==> config.mk <==
export PLATFORM = sky130hd
export DESIGN_NAME = rv_core
export DESIGN_NICKNAME = d
export VERILOG_FILES = /design/src/verilog/rv_pkg.sv /design/src/verilog/rv_ctrl_if.sv /design/src/verilog/rv_alu.sv /design/src/verilog/rv_control.sv /design/src/verilog/rv_core.sv /design/src/verilog/rv_regfile.sv /design/src/verilog/rv_store_unit.sv
export VERILOG_INCLUDE_DIRS = /design/src /design/src/verilog
export SDC_FILE = /design/constraint.sdc
export NUM_CORES = 2
export LEC_CHECK = 0
export BUFFER_PORTS_ARGS = -buffer_cell sky130_fd_sc_hd__buf_2
export CAP_MARGIN = 20
export CORE_MARGIN = 8
export CORE_UTILIZATION = 25
export CTS_BUF_LIST = sky130_fd_sc_hd__clkbuf_4 sky130_fd_sc_hd__clkbuf_8
export CTS_CLUSTER_SIZE = 25
export DETAILED_ROUTE_END_ITERATION = 6
export GPL_ROUTABILITY_DRIVEN = 0
export SLEW_MARGIN = 20
export SYNTH_ARGS = -nofsm -noshare
export SYNTH_HDL_FRONTEND = slang
export SYNTH_SLANG_ARGS = --single-unit
==> constraint.sdc <==
create_clock -name clk -period 27.6 [get_ports clk]
set_clock_uncertainty 0.1 [all_clocks]
set_input_delay 8.28 -clock clk [delete_from_list [all_inputs] [get_ports clk]]
set_output_delay 8.28 -clock clk [all_outputs]
set_load 0.02 [all_outputs]
==> src/verilog/rv_defines.svh <==
`ifndef RV_DEFINES_SVH
`define RV_DEFINES_SVH

// architectural sizes
`define RV_XLEN       32
`define RV_NUM_REGS   32
`define RV_RESET_PC   32'h0000_0000

// major opcodes
`define RV_OP_LUI     7'b0110111
`define RV_OP_IMM     7'b0010011
`define RV_OP_REG     7'b0110011
`define RV_OP_STORE   7'b0100011
`define RV_OP_SYSTEM  7'b1110011

// funct3 for alu ops
`define RV_F3_ADD     3'b000
`define RV_F3_SLL     3'b001
`define RV_F3_SLT     3'b010
`define RV_F3_SLTU    3'b011
`define RV_F3_XOR     3'b100
`define RV_F3_SR      3'b101
`define RV_F3_OR      3'b110
`define RV_F3_AND     3'b111

// funct3 for stores
`define RV_F3_SB      3'b000
`define RV_F3_SH      3'b001
`define RV_F3_SW      3'b010

// funct7 variants
`define RV_F7_BASE    7'b0000000
`define RV_F7_ALT     7'b0100000

`endif

==> src/verilog/rv_pkg.sv <==
`include "rv_defines.svh"

package rv_pkg;

  // data and address word
  typedef logic [`RV_XLEN-1:0] word_t;

  // register index
  typedef logic [$clog2(`RV_NUM_REGS)-1:0] reg_addr_t;

  // one enable bit per byte lane
  typedef logic [`RV_XLEN/8-1:0] byte_mask_t;

  typedef enum logic [3:0] {
    ALU_ADD,
    ALU_SUB,
    ALU_SLT,
    ALU_SLTU,
    ALU_XOR,
    ALU_OR,
    ALU_AND,
    ALU_SLL,
    ALU_SRL,
    ALU_SRA,
    ALU_PASS_B
  } alu_op_e;

  typedef enum logic [1:0] {
    SIZE_BYTE,
    SIZE_HALF,
    SIZE_WORD
  } store_size_e;

  typedef enum logic {
    ST_RUN,
    ST_HALTED
  } core_state_e;

endpackage

==> src/verilog/rv_ctrl_if.sv <==
`timescale 1ns/100ps

// decoded control for the current instruction
interface rv_ctrl_if;

  rv_pkg::reg_addr_t   rs1_addr;
  rv_pkg::reg_addr_t   rs2_addr;
  rv_pkg::reg_addr_t   rd_addr;
  rv_pkg::word_t       imm;
  rv_pkg::alu_op_e     alu_op;
  logic                use_imm;
  logic                reg_we;
  logic                store_en;
  rv_pkg::store_size_e store_size;

  modport control (
    output rs1_addr, rs2_addr, rd_addr, imm, alu_op,
    output use_imm, reg_we, store_en, store_size
  );

  modport datapath (
    input rs1_addr, rs2_addr, rd_addr, imm, alu_op,
    input use_imm, reg_we, store_en, store_size
  );

endinterface

==> src/verilog/rv_alu.sv <==
`timescale 1ns/100ps

`include "rv_defines.svh"

module rv_alu (
  rv_ctrl_if.datapath   ctrl,
  input  rv_pkg::word_t rs1_data,
  input  rv_pkg::word_t rs2_data,
  output rv_pkg::word_t result
);

  rv_pkg::word_t op_b;
  rv_pkg::word_t addend;
  rv_pkg::word_t sum;
  logic          carry;
  logic          sub_mode;
  logic          lt_signed;
  logic          lt_unsigned;
  logic [$clog2(`RV_XLEN)-1:0] shamt;

  assign op_b  = ctrl.use_imm ? ctrl.imm : rs2_data;
  assign shamt = op_b[$clog2(`RV_XLEN)-1:0];

  // compares share the subtractor
  assign sub_mode = (ctrl.alu_op == rv_pkg::ALU_SUB) ||
                    (ctrl.alu_op == rv_pkg::ALU_SLT) ||
                    (ctrl.alu_op == rv_pkg::ALU_SLTU);

  assign addend = sub_mode ? ~op_b : op_b;
  assign {carry, sum} = {1'b0, rs1_data} + {1'b0, addend} + {{`RV_XLEN{1'b0}}, sub_mode};

  // no carry out of a - b means a < b
  assign lt_unsigned = ~carry;
  // signs differ, so the negative one is smaller
  assign lt_signed = (rs1_data[`RV_XLEN-1] != op_b[`RV_XLEN-1]) ?
                     rs1_data[`RV_XLEN-1] : sum[`RV_XLEN-1];

  always_comb begin
    case (ctrl.alu_op)
      rv_pkg::ALU_ADD,
      rv_pkg::ALU_SUB:    result = sum;
      rv_pkg::ALU_SLT:    result = rv_pkg::word_t'(lt_signed);
      rv_pkg::ALU_SLTU:   result = rv_pkg::word_t'(lt_unsigned);
      rv_pkg::ALU_XOR:    result = rs1_data ^ op_b;
      rv_pkg::ALU_OR:     result = rs1_data | op_b;
      rv_pkg::ALU_AND:    result = rs1_data & op_b;
      rv_pkg::ALU_SLL:    result = rs1_data << shamt;
      rv_pkg::ALU_SRL:    result = rs1_data >> shamt;
      rv_pkg::ALU_SRA:    result = rv_pkg::word_t'($signed(rs1_data) >>> shamt);
      rv_pkg::ALU_PASS_B: result = op_b;
      default:            result = sum;
    endcase
  end

endmodule

==> src/verilog/rv_control.sv <==
`timescale 1ns/100ps

`include "rv_defines.svh"

module rv_control (
  input  logic          clk,
  input  logic          rst,
  input  rv_pkg::word_t insn,
  output rv_pkg::word_t pc,
  output logic          halt,
  rv_ctrl_if.control    ctrl
);

  logic [6:0] opcode;
  logic [2:0] funct3;
  logic [6:0] funct7;

  rv_pkg::word_t       imm_i;
  rv_pkg::word_t       imm_s;
  rv_pkg::word_t       imm_u;
  rv_pkg::core_state_e state;
  rv_pkg::word_t       pc_q;

  logic legal;
  logic writes_rd;
  logic is_store;
  logic running;

  assign opcode = insn[6:0];
  assign funct3 = insn[14:12];
  assign funct7 = insn[31:25];

  assign imm_i = {{20{insn[31]}}, insn[31:20]};
  assign imm_s = {{20{insn[31]}}, insn[31:25], insn[11:7]};
  assign imm_u = {insn[31:12], 12'b0};

  assign ctrl.rs1_addr = insn[19:15];
  assign ctrl.rs2_addr = insn[24:20];
  assign ctrl.rd_addr  = insn[11:7];

  always_comb begin
    ctrl.imm        = imm_i;
    ctrl.alu_op     = rv_pkg::ALU_ADD;
    ctrl.use_imm    = 1'b0;
    ctrl.store_size = rv_pkg::SIZE_WORD;
    writes_rd       = 1'b0;
    is_store        = 1'b0;
    legal           = 1'b0;
    case (opcode)
      `RV_OP_LUI: begin
        ctrl.imm     = imm_u;
        ctrl.alu_op  = rv_pkg::ALU_PASS_B;
        ctrl.use_imm = 1'b1;
        writes_rd    = 1'b1;
        legal        = 1'b1;
      end
      `RV_OP_IMM, `RV_OP_REG: begin
        ctrl.use_imm = (opcode == `RV_OP_IMM);
        writes_rd    = 1'b1;
        legal        = (funct7 == `RV_F7_BASE) || (opcode == `RV_OP_IMM);
        case (funct3)
          `RV_F3_ADD: begin
            // funct7 selects sub only in the register form
            if (opcode == `RV_OP_REG && funct7 == `RV_F7_ALT) begin
              ctrl.alu_op = rv_pkg::ALU_SUB;
              legal       = 1'b1;
            end
          end
          `RV_F3_SLL: begin
            ctrl.alu_op = rv_pkg::ALU_SLL;
            legal       = (funct7 == `RV_F7_BASE);
          end
          `RV_F3_SLT:  ctrl.alu_op = rv_pkg::ALU_SLT;
          `RV_F3_SLTU: ctrl.alu_op = rv_pkg::ALU_SLTU;
          `RV_F3_XOR:  ctrl.alu_op = rv_pkg::ALU_XOR;
          `RV_F3_SR: begin
            ctrl.alu_op = (funct7 == `RV_F7_ALT) ? rv_pkg::ALU_SRA : rv_pkg::ALU_SRL;
            legal       = (funct7 == `RV_F7_BASE) || (funct7 == `RV_F7_ALT);
          end
          `RV_F3_OR:   ctrl.alu_op = rv_pkg::ALU_OR;
          default:     ctrl.alu_op = rv_pkg::ALU_AND;
        endcase
      end
      `RV_OP_STORE: begin
        ctrl.imm     = imm_s;
        ctrl.use_imm = 1'b1;
        is_store     = 1'b1;
        legal        = 1'b1;
        case (funct3)
          `RV_F3_SB: ctrl.store_size = rv_pkg::SIZE_BYTE;
          `RV_F3_SH: ctrl.store_size = rv_pkg::SIZE_HALF;
          `RV_F3_SW: ctrl.store_size = rv_pkg::SIZE_WORD;
          default:   legal = 1'b0;
        endcase
      end
      // ecall and every other system encoding stop the core
      `RV_OP_SYSTEM: legal = 1'b0;
      default:       legal = 1'b0;
    endcase
  end

  assign running       = (state == rv_pkg::ST_RUN);
  assign ctrl.reg_we   = running && legal && writes_rd;
  // no store leaves the core while reset is held
  assign ctrl.store_en = running && legal && is_store && !rst;

  // pc holds on the stopping instruction
  always_ff @(posedge clk) begin
    if (rst) begin
      state <= rv_pkg::ST_RUN;
      pc_q  <= `RV_RESET_PC;
    end else if (running) begin
      if (legal) begin
        pc_q <= pc_q + rv_pkg::word_t'(4);
      end else begin
        state <= rv_pkg::ST_HALTED;
      end
    end
  end

  assign pc   = pc_q;
  assign halt = (state == rv_pkg::ST_HALTED);

  a_pc_aligned: assert property (@(posedge clk) disable iff (rst) pc[1:0] == 2'b00)
    else $error("pc not word aligned");

  a_halt_sticky: assert property (@(posedge clk) disable iff (rst) halt |=> halt)
    else $error("halt dropped without reset");

endmodule

==> src/verilog/rv_core.sv <==
`timescale 1ns/100ps

module rv_core (
  input  logic               clk,
  input  logic               rst,
  input  rv_pkg::word_t      insn,
  output rv_pkg::word_t      pc,
  output rv_pkg::word_t      store_addr,
  output rv_pkg::word_t      store_data,
  output rv_pkg::byte_mask_t store_we,
  output logic               halt
);

  rv_pkg::word_t rs1_data;
  rv_pkg::word_t rs2_data;
  rv_pkg::word_t alu_result;

  rv_ctrl_if ctrl_bus ();

  rv_control u_control (
    .clk  (clk),
    .rst  (rst),
    .insn (insn),
    .pc   (pc),
    .halt (halt),
    .ctrl (ctrl_bus.control)
  );

  // alu result is both the write-back value and the store address
  rv_regfile u_regfile (
    .clk      (clk),
    .rst      (rst),
    .ctrl     (ctrl_bus.datapath),
    .rd_data  (alu_result),
    .rs1_data (rs1_data),
    .rs2_data (rs2_data)
  );

  rv_alu u_alu (
    .ctrl     (ctrl_bus.datapath),
    .rs1_data (rs1_data),
    .rs2_data (rs2_data),
    .result   (alu_result)
  );

  rv_store_unit u_store_unit (
    .ctrl       (ctrl_bus.datapath),
    .addr       (alu_result),
    .rs2_data   (rs2_data),
    .store_addr (store_addr),
    .store_data (store_data),
    .store_we   (store_we)
  );

endmodule

==> src/verilog/rv_regfile.sv <==
`timescale 1ns/100ps

`include "rv_defines.svh"

module rv_regfile (
  input  logic          clk,
  input  logic          rst,
  rv_ctrl_if.datapath   ctrl,
  input  rv_pkg::word_t rd_data,
  output rv_pkg::word_t rs1_data,
  output rv_pkg::word_t rs2_data
);

  rv_pkg::word_t regs [`RV_NUM_REGS];

  assign rs1_data = regs[ctrl.rs1_addr];
  assign rs2_data = regs[ctrl.rs2_addr];

  // x0 is never written, so it keeps its reset value
  always_ff @(posedge clk) begin
    if (rst) begin
      for (int i = 0; i < `RV_NUM_REGS; i++) begin
        regs[i] <= '0;
      end
    end else if (ctrl.reg_we && ctrl.rd_addr != '0) begin
      regs[ctrl.rd_addr] <= rd_data;
    end
  end

  a_x0_zero: assert property (
    @(posedge clk) disable iff (rst)
    (ctrl.rs1_addr == '0) |-> (rs1_data == '0)
  ) else $error("x0 read back nonzero");

endmodule

==> src/verilog/rv_store_unit.sv <==
`timescale 1ns/100ps

`include "rv_defines.svh"

module rv_store_unit (
  rv_ctrl_if.datapath        ctrl,
  input  rv_pkg::word_t      addr,
  input  rv_pkg::word_t      rs2_data,
  output rv_pkg::word_t      store_addr,
  output rv_pkg::word_t      store_data,
  output rv_pkg::byte_mask_t store_we
);

  rv_pkg::byte_mask_t lane_mask;

  assign store_addr = {addr[`RV_XLEN-1:2], 2'b00};

  // replicate narrow data so every lane carries it
  always_comb begin
    case (ctrl.store_size)
      rv_pkg::SIZE_BYTE: begin
        store_data = {(`RV_XLEN/8){rs2_data[7:0]}};
        lane_mask  = rv_pkg::byte_mask_t'(1) << addr[1:0];
      end
      rv_pkg::SIZE_HALF: begin
        store_data = {(`RV_XLEN/16){rs2_data[15:0]}};
        lane_mask  = rv_pkg::byte_mask_t'(2'b11) << {addr[1], 1'b0};
      end
      default: begin
        store_data = rs2_data;
        lane_mask  = '1;
      end
    endcase
  end

  assign store_we = ctrl.store_en ? lane_mask : '0;

  always_comb begin
    if (ctrl.store_en && ctrl.store_size == rv_pkg::SIZE_HALF) begin
      a_half_aligned: assert final (addr[0] == 1'b0) else $error("misaligned sh");
    end
    if (ctrl.store_en && ctrl.store_size == rv_pkg::SIZE_WORD) begin
      a_word_aligned: assert final (addr[1:0] == 2'b00) else $error("misaligned sw");
    end
  end

endmodule
Word-level counts from Yosys, hierarchy flattened --
Memory sizes are Yosys's and may differ from the RTL's. Cells that the tools add are included.
Operators by class: add/subtract/negate cells 3, multiply operators 0, div/mod/pow operators 0, $lt $le $gt $ge 0, equal/unequal tests 23, shift-type cells 5, mux-type cells 31, bitwise logic cells 6, reductions and logical operators 21
Operators by type and width (count):
- $pmux 32 s9 | 1
- $mux 32 | 3
- $pmux 32 s2 | 1
- $pmux 31 s2 | 1
- $add 32x32->33 | 1
- $add 33x1->33 | 1
- $add 32x3->32 const B | 1
- $and 32x32->32 | 1
- $not 32->32 | 1
- $or 32x32->32 | 1
- $reduce_or 32->1 | 1
- $shl 32x5->32 | 1
- $shr 32x5->32 | 1
- $sshr 32x5->32 | 1
- $xor 32x32->32 | 1
- $eq 7x6->1 const B | 4
- $pmux 4 s7 | 1
- $eq 4x3->1 const B | 4
- $pmux 4 s2 | 2
- $mux 1 | 15
- $eq 4x4->1 const B | 3
- $eq 3x3->1 const B | 3
- $eq 4x2->1 const B | 2
- $eq 7x5->1 const B | 1
- 24 further kinds | 37
Word-level totals: register bits 33, latch bits 0, memory bits (writable) 1024, bits in read-only memories 0, logic and storage cells 92, memories kept 1
Memory list:
- u_regfile.regs | words 32, width 32, read ports 2, clocked after memory_dff 0, write ports 32, RTL line rv_regfile.sv:14 | rv_pkg::word_t regs [`RV_NUM_REGS];

Logic depth before layout (Yosys ltp) --
depth in word-level cells 16, gate-level depth with buffers 31, depth with buffers taken out 22

By module --
From an unflattened synthesis, not the netlist that was laid out.
Second synthesis, totals: cell total of the unflattened synthesis 6279, area total of the unflattened synthesis 67673.7 um^2
Modules (own cells, without submodules):
- rv_regfile | times used 1, cells each 4605, area an instance 55888.6 um^2, sequential area each 30749.5 um^2
- rv_alu | times used 1, cells each 1262, area an instance 8521.9 um^2, sequential area each 0.0 um^2
- rv_control | times used 1, cells each 315, area an instance 2504.9 um^2, sequential area each 620.6 um^2
- rv_store_unit | times used 1, cells each 97, area an instance 758.2 um^2, sequential area each 0.0 um^2

Worst setup path after synthesis --
OpenSTA, ideal clock, no wires.
path kind in2out, start input insn[21], end output store_we[0], arrival time 14562 ps, required time 19220 ps, slack 4658 ps, stages on the path 28, path buffers 9, path through buf_4 buf_6 buf_4 buf_4 clkbuf_1 clkbuf_1 clkbuf_1 mux4_2 mux4_2 mux2i_1 nor2_1 a31oi_1 xnor2_1 ha_1 clkbuf_1 a21o_1 a21o_1 a21oi_1 o22ai_1 a211oi_1 o31a_1 nor3_1 o21ai_0 a221oi_1 a32o_1 buf_2 o21ai_1 a2111oi_1
Between the ends: cells in the longest elaborated chain, start to end 11
RTL lines:
- from (decl) | RTL line rv_core.sv:6 | input rv_pkg::word_t insn,
- $mem_v2 32x32 or $pmux 31 s2 (tied branches)
- $mux 32 * | RTL line rv_alu.sv:21 | assign op_b = ctrl.use_imm ? ctrl.imm : rs2_data;
- $not 32->32 | RTL line rv_alu.sv:29 | assign addend = sub_mode ? ~op_b : op_b;
- $mux 32 | RTL line rv_alu.sv:29
- $add 32x32->33 | RTL line rv_alu.sv:30 | assign {carry, sum} = {1'b0, rs1_data} + {1'b0, addend} + {{`RV_XLEN{1'b0}}, sub_mode};
- $add 33x1->33 | RTL line rv_alu.sv:30
- $mux 1 or $not 1->1 (tied branches) | RTL line rv_alu.sv:35, rv_alu.sv:33
- $pmux 32 s9 * | RTL line rv_alu.sv:39 | case (ctrl.alu_op)
- $shl 1x2->4 | RTL line rv_store_unit.sv:23 | lane_mask = rv_pkg::byte_mask_t'(1) << addr[1:0];
- $pmux 4 s2 * | RTL line rv_store_unit.sv:20 | case (ctrl.store_size)
- $mux 4 * | RTL line rv_store_unit.sv:36 | assign store_we = ctrl.store_en ? lane_mask : '0;
- to (decl) | RTL line rv_core.sv:10 | output rv_pkg::byte_mask_t store_we,
Mark *: on every way between the ends. The rest lies on a longest branch, timed or not.

Final worst setup path --
start input insn[20], end output store_we[0]
The elaborated chain is that of the path after synthesis.

==> results.py <==
metrics = {
    "cts": {
        "cts_setup_buffers": 0,
        "clock_sinks": 1055,
        "cts_made_buffers": 179,
        "cts_root_buf": "clkbuf_8",
        "clock_latency_ns": 0.96,
        "ctsResizeCount": 0,
        "cts_hold_buf": 0,
        "cts.clk_slew.worst_paths_ns": 0.06,
        "tritoncts": "done",
        "cts_max_level": 4,
        "cts_buffer_depth": 3,
    },
    "logic_synthesis": {
        "synth_top_area_cell": "edfxtp_1",
        "ys_async_sr_fraction_pct": 0,
        "synth_seq_cells": 1055,
        "yosysSeqAreaShare_pct": 49.6,
        "synthFlopType": "edfxtp_1",
        "synthTopCellsByArea": "edfxtp_1 49%, mux4_2 12%, mux2i_1 8.6%, nor2_1 7.0%, a22oi_1 2.3%",
        "netlist_area_sq_mm": 0.0632,
        "ys_warn_count": 0,
        "synthDistinctLibCells": 100,
        "syn_area_per_cell_sq_um": 11.6,
        "synth_cells": 5468,
        "yosys.area.top_type_share_pct": 48.6,
        "synth_enable_flop_cells": 1024,
    },
    "sta": {
        "finalCritPeriodShare_pct": 89.3,
        "worstMarginPinSlew_ns": 1.16,
        "fmax_mhz": 40.6,
        "finalWorstSetupSlack_ns": 2.95,
        "setup_viol": 0,
        "hold_violations": 0,
        "period_minus_slack_ns": 24.65,
        "rsz0062_at_grt": "no",
        "slew_headroom_pct": 22.5,
        "fin_setup_tns_ns": 0,
        "maxSlewViolCount": 0,
    },
    "global_routing": {
        "antenna_found_initial": 8,
        "grt-ovfl-total": 0,
        "grt_usage_pct": 18.7,
        "grt_max_degree": 108,
        "grt_pass1_wl_microns": 369000,
        "grt_pass1_vias": 49400,
    },
    "critical_path": {
        "crit_chain": "buf_8, and2_1, a22oi_1, a21oi_1, o41a_1, nor3_1, or2_2, fa_1, nor2b_1, o21ai_0, a21boi_0, o211ai_1, o22ai_1, a211oi_1, o31a_1, nor3_1, o21ai_0, a221oi_1, a32o_1, buf_4, o21ai_1, a2111oi_1, buf_2",
        "critPathMaxStageDelay_ns": 0.89,
        "crit_slowest_cell": "o41a_1",
        "path_class": "input pin to output pin",
        "critPathMaxFanout": 52,
        "worstSetupEndpointType": "output pin",
        "cp-start-kind": "input pin",
        "arrival_ns": 16.27,
        "cp_data_required_time_ns": 19.22,
    },
    "power_and_ir_drop": {
        "irDropWorstVdd_v": 0.0000451,
        "clkPwrFrac_pct": 31.4,
        "p_int_mw": 2.91,
        "switchingPower_mw": 1.70,
        "switching_share_pct": 36.8,
        "powerDensity_mw_per_mm2": 65.0,
        "combPwrFrac_pct": 28.6,
        "power.leakage_nw": 26.7,
        "p_seq_share_pct": 40.0,
    },
    "hold_path": {
        "hold_class": "flop to flop",
    },
    "placement": {
        "place_inst": 8590,
        "post-dp-hpwl_microns": 162000,
        "portBuffers": 130,
        "dp_worst_setup_slack_ns": 3.04,
    },
    "drt": {
        "drc_errors": 0,
        "drtAntennaViolNets": 0,
        "viasPerCell": 5.70,
        "drtIter0Drc": 8515,
        "wirelength_microns": 267000,
        "dr.pass1.iters": 7,
        "via_count": 50900,
        "wl_per_cell_microns": 29.9,
    },
    "layout": {
        "nets": 5555,
        "area_growth_pct": 12.1,
        "finalNonFillerCells": 8918,
        "drive_gt1_share_pct": 19.3,
    },
    "floorplan": {
        "row_count": 184,
        "die_width_microns": 519,
        "core_sq_mm": 0.251,
        "die_h_microns": 519,
        "num_io_pins": 135,
        "start_util_pct": 25.1,
        "dieArea_sq_mm": 0.269,
    },
    "flow_run": {
        "max-cap-violations": 0,
    },
    "run_status": {
        "outcome": "complete, no violations",
    },
}
-- worst max-delay path: cells and delay by family --
kind	cells	cell delay [ns]
buf+inv	3	1.14
fa+ha+maj	1	0.47
simple gates	5	1.64
compound gates	14	4.66
-- final cells by class --
class	count	area, sq um
timing repair buffer	294	1990
inverter	117	439
tap	3348	4190
fill	25800	181000
clock buffer	228	2860
clock inverter	97	699
sequential	1055	31400
antenna	3	7.51
multi-input combinational	3776	29300
-- power groups by stage --
| stage | Combinational, mW | Clock, mW | Sequential [mW] |
|---|---|---|---|
| global route | 1.37 | 1.52 | 1.84 |
| detailed placement | 1.28 | 0 | 1.87 |
| global placement | 1.27 | 0 | 1.87 |
| CTS | 1.28 | 1.45 | 1.84 |
| finish | 1.32 | 1.44 | 1.84 |
| floorplan | 0.839 | 0 | 1.86 |
-- placed cells by master (no fill, tap or decap), types with 53 or more instances in the layout --
cell type,Yosys,routed
mux2i_1,541,540
buf_2,146,123
nand2_1,222,199
clkbuf_8,0,183
a22oi_1,190,190
clkinv_1,1,53
ha_1,97,97
xnor2_1,53,53
mux4_2,342,342
nor3_1,73,72
o21ai_0,104,104
a21oi_1,270,263
nor2_1,1176,1170
inv_1,106,106
edfxtp_1,1024,1024
buf_4,66,161
nand3_1,155,147
-- flip-flops by register name, indices dropped and copies added, names as in the netlist --
register,cells
u_control.pc,30
u_control.halt,1
u_regfile.regs,1024
-- kinds of logic after synthesis --
kind of cell    after synthesis  share of synthesized area [%]
xor+xnor                     81                           1.12
compound gates              831                           8.76
other cells                   1                        0.00593
buf+inv                     672                           5.12
mux                         898                           21.0
simple gates               1832                           12.4
flops                      1055                           49.6
fa+ha+maj                    98                           1.95
-- worst paths after layout --
path,from,end,slack (ns),depth (start not counted)
max,insn[20],store_we[0],2.95,23
min,u_control.pc[31],u_control.pc[31],0.40,2
max reg2reg,u_regfile.regs[11][4],u_regfile.regs[15][30],20.31,21
min reg2reg,u_control.pc[31],u_control.pc[31],0.40,2
-- Yosys cell counts (all sizes together) (17+ instances only) --
master / number
mux2i: 541
a21o: 30
o21ai: 120
nand3: 155
mux4: 342
a21oi: 272
nor2b: 19
a22oi: 191
nand4: 30
nand2b: 50
dfxtp: 31
nor2: 1176
and3: 21
buf: 273
ha: 97
a22o: 28
xnor2: 53
a31oi: 17
nand2: 222
clkbuf: 282
a211oi: 31
nor3: 77
edfxtp: 1024
xor2: 28
inv: 116
-- through the flow --
stage | cell area, sq um | hold WS (ns) | util, % | total power [mW]
after global placement | 67200 | 0.372 | 26.7 | 3.13
after floorplan | 63300 | 0.458 | - | 2.70
final | 70800 | 0.397 | 28.2 | 4.60
after detailed placement | 67300 | 0.386 | 26.8 | 3.15
after global routing | 70800 | 0.428 | 28.2 | 4.73
after CTS | 70800 | 0.400 | 28.2 | 4.57
-- per-layer routing --
layer / track usage (%) / part of all wire [%] / vias to the layer above
met3: 5.85 / 14 / 1022
met1: 22.7 / 35 / 25300
met5: 0.249 / 0.031 / -
met2: 28.7 / 43 / 4352
met4: 12.4 / 7.6 / 2
li1: - / - / 20200
Note: power is estimated with default switching activity, not from simulation.
